===== config.mk =====
export PLATFORM = sky130hd
export DESIGN_NAME = acc_datapath
export DESIGN_NICKNAME = d
export VERILOG_FILES = /design/src/hdl/reg_pkg.sv /design/src/hdl/alu_pkg.sv /design/src/hdl/gate_mux.sv /design/src/hdl/reg_bank.sv /design/src/hdl/alu8.sv /design/src/hdl/acc_datapath.sv
export VERILOG_INCLUDE_DIRS = /design/src /design/src/include
export SDC_FILE = /design/constraint.sdc
export NUM_CORES = 1
export LEC_CHECK = 0
export BUFFER_PORTS_ARGS = -buffer_cell sky130_fd_sc_hd__buf_2
export CELL_PAD_IN_SITES_DETAIL_PLACEMENT = 0
export CELL_PAD_IN_SITES_GLOBAL_PLACEMENT = 1
export CORE_MARGIN = 5
export CORE_UTILIZATION = 45
export DETAILED_ROUTE_END_ITERATION = 8
export PLACE_DENSITY_LB_ADDON = 0.1
export SYNTH_ARGS = -nofsm -noshare
export SYNTH_HDL_FRONTEND = slang
export SYNTH_SLANG_ARGS = --single-unit

===== constraint.sdc =====
create_clock -name clk -period 4.5 [get_ports clk]
set_clock_uncertainty 0.15 [all_clocks]
set_input_delay 0.225 -clock clk [delete_from_list [all_inputs] [get_ports clk]]
set_output_delay 0.225 -clock clk [all_outputs]
set_load 0.02 [all_outputs]

===== src/include/acc8_macros.svh =====
`ifndef ACC8_MACROS_SVH
`define ACC8_MACROS_SVH

// ********************
// Datapath sizing
// ********************

// Width of one data word
`define ACC8_DATA_W 8

// Registers in the bank
`define ACC8_REG_N 16

// ALU opcode field
`define ACC8_OP_W 3

`endif


===== src/hdl/reg_pkg.sv =====
`default_nettype none

`include "acc8_macros.svh"

// Register file types
package reg_pkg;

   // One data word, also the accumulator
   typedef logic [`ACC8_DATA_W-1:0] data_t;

   // Register number, sized from the bank depth
   typedef logic [$clog2(`ACC8_REG_N)-1:0] reg_idx_t;

endpackage

`default_nettype wire


===== src/hdl/alu_pkg.sv =====
`default_nettype none

`include "acc8_macros.svh"

// ALU types
package alu_pkg;
   import reg_pkg::*;

   // Opcode order is also the result mux input order
   typedef enum logic [`ACC8_OP_W-1:0] {
      OP_PASS = 3'd0, // Operand straight through
      OP_ADD  = 3'd1, // acc + operand
      OP_SUB  = 3'd2, // acc - operand
      OP_AND  = 3'd3,
      OP_OR   = 3'd4,
      OP_XOR  = 3'd5,
      OP_INC  = 3'd6, // acc + 1
      OP_NOT  = 3'd7  // ~acc
   } alu_op_t;

   // Carry sits above the word, so a 9 bit sum maps straight in
   typedef struct packed {
      logic  carry;
      data_t value;
   } alu_out_t;

endpackage

`default_nettype wire


===== src/hdl/gate_mux.sv =====
`default_nettype none

// Decode, gate, then OR
module gate_mux #(
   parameter type payload_t = logic,
   parameter int  n_in      = 2
) (
   input  wire logic                                   clk,  // Only for the check
   input  wire logic [((n_in > 1) ? $clog2(n_in) : 1)-1:0] sel,
   input  payload_t                                    din [n_in],
   output payload_t                                    dout
);

   localparam int sel_w = (n_in > 1) ? $clog2(n_in) : 1;
   localparam int pw    = $bits(payload_t);

   logic [n_in-1:0] line;        // One-hot select lines
   logic [pw-1:0]   gated [n_in]; // Inputs after the AND stage
   logic [pw-1:0]   merged;       // OR of all gated inputs

   // ********************
   // Decoder
   // ********************

   always_comb begin
      for (int i = 0; i < n_in; i++) begin
         line[i] = (sel == sel_w'(i)); // At most one line high
      end
   end

   // ********************
   // AND stage
   // ********************

   // Enable replicated across the payload width
   for (genvar g = 0; g < n_in; g++) begin : g_and
      assign gated[g] = pw'(din[g]) & {pw{line[g]}};
   end

   // ********************
   // OR stage
   // ********************

   always_comb begin
      merged = '0;
      for (int i = 0; i < n_in; i++) begin
         merged = merged | gated[i]; // Unselected inputs are all zero
      end
   end

   assign dout = payload_t'(merged);

   // Out of range select would give zero, not a real input
   a_sel_valid : assert property (
      @(posedge clk) !$isunknown(sel) && (int'(sel) < n_in)
   ) else $error("gate_mux sel out of range or unknown");

endmodule

`default_nettype wire


===== src/hdl/reg_bank.sv =====
`default_nettype none

`include "acc8_macros.svh"

// Register bank, one write port and one read port
module reg_bank import reg_pkg::*; (
   input  wire logic clk,
   input  wire logic rst_n,
   input  wire logic we,      // Write strobe
   input  reg_idx_t  wr_idx,  // Write address
   input  data_t     wr_data,
   input  reg_idx_t  rd_idx,  // Read address
   output data_t     rd_data  // Combinational read
);

   data_t regs [`ACC8_REG_N]; // Storage

   // ********************
   // Write port
   // ********************

   always_ff @(posedge clk) begin
      if (!rst_n) begin
         for (int i = 0; i < `ACC8_REG_N; i++) begin
            regs[i] <= '0; // Whole bank clears
         end
      end else if (we) begin
         regs[wr_idx] <= wr_data;
      end
   end

   // ********************
   // Read port
   // ********************

   // Read sees the value before this edge, no bypass
   gate_mux #(
      .payload_t (data_t),
      .n_in      (`ACC8_REG_N)
   ) i_rd_mux (
      .clk  (clk),
      .sel  (rd_idx),
      .din  (regs),
      .dout (rd_data)
   );

   // Unknown address would corrupt an unknown register
   a_wr_idx_known : assert property (
      @(posedge clk) disable iff (!rst_n)
      we |-> !$isunknown(wr_idx)
   ) else $error("reg_bank write with unknown index");

endmodule

`default_nettype wire


===== src/hdl/alu8.sv =====
`default_nettype none

`include "acc8_macros.svh"

// 8 bit ALU, every result formed at once, then picked
module alu8 import reg_pkg::*, alu_pkg::*; (
   input  wire logic clk,  // Check only
   input  alu_op_t   op,
   input  data_t     a,    // Accumulator side
   input  data_t     b,    // Operand side
   output alu_out_t  res
);

   localparam int n_ops = 1 << `ACC8_OP_W;

   alu_out_t cand [n_ops]; // One candidate per opcode

   logic [`ACC8_DATA_W:0] sum_add; // Extra bit is the carry
   logic [`ACC8_DATA_W:0] sum_sub;
   logic [`ACC8_DATA_W:0] sum_inc;

   // ********************
   // Arithmetic
   // ********************

   assign sum_add = {1'b0, a} + {1'b0, b};
   // a + ~b + 1, top bit is the inverted borrow
   assign sum_sub = {1'b0, a} + {1'b0, ~b} + 1'b1;
   assign sum_inc = {1'b0, a} + 1'b1;

   // ********************
   // Candidates
   // ********************

   always_comb begin
      cand[OP_PASS] = '{carry: 1'b0, value: b};
      cand[OP_ADD]  = alu_out_t'(sum_add);
      cand[OP_SUB]  = alu_out_t'(sum_sub);
      cand[OP_AND]  = '{carry: 1'b0, value: a & b};
      cand[OP_OR]   = '{carry: 1'b0, value: a | b};
      cand[OP_XOR]  = '{carry: 1'b0, value: a ^ b};
      cand[OP_INC]  = alu_out_t'(sum_inc); // Carry out of 8'hff
      cand[OP_NOT]  = '{carry: 1'b0, value: ~a};
   end

   // Opcode drives the select directly
   gate_mux #(
      .payload_t (alu_out_t),
      .n_in      (n_ops)
   ) i_res_mux (
      .clk  (clk),
      .sel  (op),
      .din  (cand),
      .dout (res)
   );

   // Bad opcode would make the accumulator unknown
   a_op_known : assert property (
      @(posedge clk) !$isunknown(op)
   ) else $error("alu8 opcode unknown");

endmodule

`default_nettype wire


===== src/hdl/acc_datapath.sv =====
`default_nettype none

// Accumulator datapath running one instruction per clock
module acc_datapath import reg_pkg::*, alu_pkg::*; (
   input  wire logic clk,
   input  wire logic rst_n,
   input  alu_op_t   op,
   input  wire logic use_imm, // 1 takes imm and 0 takes register rs
   input  data_t     imm,
   input  reg_idx_t  rs,      // Operand register
   input  wire logic acc_en,  // Load acc and carry
   input  wire logic reg_we,  // Store acc into rd
   input  reg_idx_t  rd,
   output data_t     acc,
   output logic      carry
);

   data_t    rd_data;     // Bank read
   data_t    opnd_in [2]; // Operand choices
   data_t    operand;
   alu_out_t alu_res;

   // ********************
   // Register bank
   // ********************

   // Stores the pre-edge acc
   reg_bank i_bank (
      .clk     (clk),
      .rst_n   (rst_n),
      .we      (reg_we),
      .wr_idx  (rd),
      .wr_data (acc),
      .rd_idx  (rs),
      .rd_data (rd_data)
   );

   // ********************
   // Operand select
   // ********************

   assign opnd_in[0] = rd_data; // use_imm low
   assign opnd_in[1] = imm;

   gate_mux #(
      .payload_t (data_t),
      .n_in      (2)
   ) i_opnd_mux (
      .clk  (clk),
      .sel  (use_imm),
      .din  (opnd_in),
      .dout (operand)
   );

   alu8 i_alu (
      .clk (clk),
      .op  (op),
      .a   (acc),
      .b   (operand),
      .res (alu_res)
   );

   // Accumulator and carry
   always_ff @(posedge clk) begin
      if (!rst_n) begin
         acc   <= '0;
         carry <= 1'b0;
      end else if (acc_en) begin
         acc   <= alu_res.value; // Visible after this edge
         carry <= alu_res.carry;
      end
   end

   // Unknown enables would smear X into acc or the bank
   a_ctrl_known : assert property (
      @(posedge clk) disable iff (!rst_n)
      !$isunknown({acc_en, reg_we})
   ) else $error("acc_datapath acc_en or reg_we unknown");

endmodule

`default_nettype wire


==> impl_metrics.csv <==
group,metric,value,unit
grt,grt_overflow,0,
placed_design,hpwl,19700,microns
worst_setup_path,critPathRequiredTime,4.70,ns
cells_and_area,diodes,0,
worst_hold_path,worstHoldStart,"imm[3]",
grt,grt_pass1_wl,44100,microns
grt,grt_max_degree,73,
floorplan,dieArea,21300,sq um
floorplan,dieHeight,146,microns
synthesis,synth.yosys.seq_area_share,33.0,%
synthesis,synth_flop_cell,"dfxtp_1",
grt,first_global_vias,7074,
detailed_routing,drt_wl_total,28800,microns
clock_tree,htreeDepth,4,
cells_and_area,final_cell_mix,"137 x nor2b_1, 137 x dfxtp_1, 94 x mux2i_1",
sta,finalHoldViolCount,0,
synthesis,synth_area_per_cell,8.60,sq um
clock_tree,holdBufCountCts,0,
sta,tightestPinTransition,1.30,ns
power,ir_drop,0.233,mV
floorplan,core_area,18100,sq um
cells_and_area,fin_cells,1209,
clock_tree,cts_buffer_depth,2,
placed_design,dp.cells,1177,
detailed_routing,drt_pre_antenna_iters,5,
cells_and_area,nets,1025,
synthesis,ys_top_cells_by_area,"dfxtp_1 33%, mux2i_1 11%, nor2b_1 10%, ha_1 4.8%, a21oi_1 4.8%",
worst_setup_path,critPathKind,"in2reg",
sta,finalCriticalPeriod,3.90,ns
cells_and_area,final_layout_size_suffix_gt1_share,12.7,%
cells_and_area,syn_to_final_growth,10.5,%
run_status,status,"completed",
cells_and_area,multi_input_area,5120,sq um
worst_hold_path,hold_class,"in2reg",
floorplan,die_w,146,microns
synthesis,synth_cell_types,82,
detailed_routing,initialDrtViolationCount,695,
clock_tree,post_cts_buffers,0,
worst_setup_path,rrSetupSlack,0.63,ns
placed_design,gp_congestion,0.875,
power,power_density,350,nW/um^2
sta,rsz0062_at_grt,"false",
worst_setup_path,worstReg2RegEnd,"carry",
synthesis,synthesis.area,8320,sq um
clock_tree,cts-resized-gates,0,
synthesis,synth_edf_count,0,
synthesis,yosysTopAreaCellShare,33.0,%
synthesis,async_reset_ff_share,0,%
clock_tree,ctsRootBufferMaster,"clkbuf_16",
detailed_routing,wire_per_inst,23.8,microns
worst_setup_path,critPathCaptureType,"flip-flop",
synthesis,syn_inst,967,
placed_design,pre_cts_slack,0.310,ns
worst_setup_path,startpoint_type,"primary input",
clock_tree,clock_sinks,137,
floorplan,start_util,46.0,%
sta,tns,0,ns
power,leakagePower,3.16,nW
detailed_routing,vias,7305,
clock_tree,cts_tree,"yes",
sta,fin_crit_sh,86.6,%
worst_hold_path,worstHoldPathCells,3,
synthesis,yosysWarnings,0,
clock_tree,worstSkewPairLatency,0.43,ns
cells_and_area,seq_area,2740,sq um
cells_and_area,fill_cells,1768,
synthesis,synth_area_leader_cell,"dfxtp_1",
floorplan,num_rows,49,
placed_design,numPortBuffers,32,
synthesis,yosys_register_bits,137,
floorplan,ios,33,
worst_setup_path,r2r-start,"i_bank.regs[121]",
detailed_routing,route.detailed.drc,0,
sta,slew_headroom,12.8,%
grt,antenna_found_initial,0,
sta,slew_violations,0,
sta,fin_ws,0.603,ns
grt,grt_util_all_layers,26.8,%
job,drv_cap,0,
worst_hold_path,min_to,"acc[3]",
sta,max_freq,257,MHz
clock_tree,cts_made_buffers,17,
worst_setup_path,critPathArrivalTime,4.10,ns
sta,setup_viol,0,
clock_tree,cts.clk_slew.worst_paths,0.07,ns
worst_setup_path,worst-path-max-fanout,22,
detailed_routing,viasPerCell,6.04,
worst_setup_path,r2r_cells,12,
detailed_routing,detail-route-antenna-nets,0,
synthesis,syn_nets,1025,
cell usage after synthesis (4+ instances only):
| cell type | instances |
|---|---|
| nor2b_1 | 137 |
| buf_1 | 4 |
| a21oi_1 | 79 |
| nand2b_1 | 12 |
| xnor2_1 | 8 |
| nor3b_1 | 5 |
| buf_2 | 12 |
| a32oi_1 | 7 |
| and3_1 | 7 |
| nand4_1 | 4 |
| ha_1 | 32 |
| nor2_2 | 5 |
| inv_1 | 27 |
| a221oi_1 | 6 |
| nand2_1 | 34 |
| nand3b_1 | 7 |
| nor2_1 | 88 |
| mux2_2 | 6 |
| a22o_1 | 5 |
| clkbuf_1 | 43 |
| buf_6 | 6 |
| nor3_1 | 13 |
| dfxtp_1 | 137 |
| a211oi_1 | 9 |
| o21bai_1 | 4 |
| clkinv_1 | 4 |
| nor3_2 | 4 |
| nand3_1 | 11 |
| and2_1 | 5 |
| or2_2 | 5 |
| mux2i_1 | 94 |
| o22ai_1 | 10 |
| o21ai_0 | 33 |
| a31oi_1 | 10 |
| a22oi_1 | 9 |
final cells by class:
| cell class | count | share of cell area (%) |
|---|---|---|
| multi-input combinational | 728 | 55.7 |
| clock buffer | 18 | 4.78 |
| clock inverter | 14 | 1.86 |
| tap | 229 | 3.12 |
| sequential | 137 | 29.8 |
| inverter | 34 | 1.39 |
| timing repair buffer | 49 | 3.29 |
power breakdown:
group | total [mW] | switching (mW) | internal [mW] | leakage (nW)
clock | 1.47 | 0.578 | 0.889 | 0.293
combinational | 0.504 | 0.334 | 0.170 | 1.76
sequential | 1.25 | 0.0184 | 1.23 | 1.11
logic make-up (layout without fill, tap and decap cells):
kind of cell / count (synthesis) / in the layout / synth area share, %
buffers and inverters: 102 / 115 / 5.46
adders and majority gates: 34 / 34 / 5.29
DFF: 137 / 137 / 33.0
xor gates and xnor gates: 10 / 10 / 1.05
AOI/OAI and AO/OA: 219 / 219 / 17.5
muxes: 105 / 105 / 13.4
and+or+nand+nor: 360 / 360 / 24.3
per-stage QoR:
step	hold slack (ns)	instance area, sq um	total power, mW	utilization (%)
2_1_floorplan	0.299	8320	1.61	-
3_3_place_gp	0.341	8580	1.76	47.4
3_5_place_dp	0.348	8580	1.77	47.4
4_1_cts	0.0490	9190	3.22	50.8
5_1_grt	0.0541	9190	3.32	50.8
6_report	0.0643	9190	3.22	50.8
sequential cells by signal (all words and copies together), names as in the netlist:
signal       count
carry            1
acc              8
i_bank.regs    128
worst max path at each step:
stage | from | end | slack, ns | cells past startpoint
final | rs[0] | carry | 0.60 | 15
after global routing | rs[0] | carry | 0.36 | 15
after CTS | rs[0] | carry | 0.77 | 15
after detailed placement | rs[0] | carry | 0.31 | 15
after global placement | rs[0] | carry | 0.36 | 15
after floorplan | rs[1] | carry | 1.13 | 15
layer usage:
| metal | part of all wire, % | vias to the layer above | wire length [microns] | track usage (%) |
|---|---|---|---|---|
| li1 | - | 3403 | - | - |
| met1 | 46 | 3579 | 13400 | 38.1 |
| met2 | 44 | 276 | 12800 | 40.3 |
| met3 | 7.4 | 47 | 2120 | 7.04 |
| met4 | 1.8 | 0 | 520 | 6.93 |
| met5 | 0 | - | 0 | 0 |
worst max-delay path, cell delays in order:
cell	delay, ns
buf_2	0.40
buf_4	0.38
nor2b_2	0.14
a32o_1	0.31
a2111oi_0	0.38
o21ai_1	0.19
o22ai_2	0.27
inv_1	0.12
ha_1	0.41
nor2_1	0.08
a211oi_1	0.56
o21a_1	0.17
o21ai_0	0.07
a21o_1	0.20
a31oi_1	0.17
(Power assumes the default switching activity.)
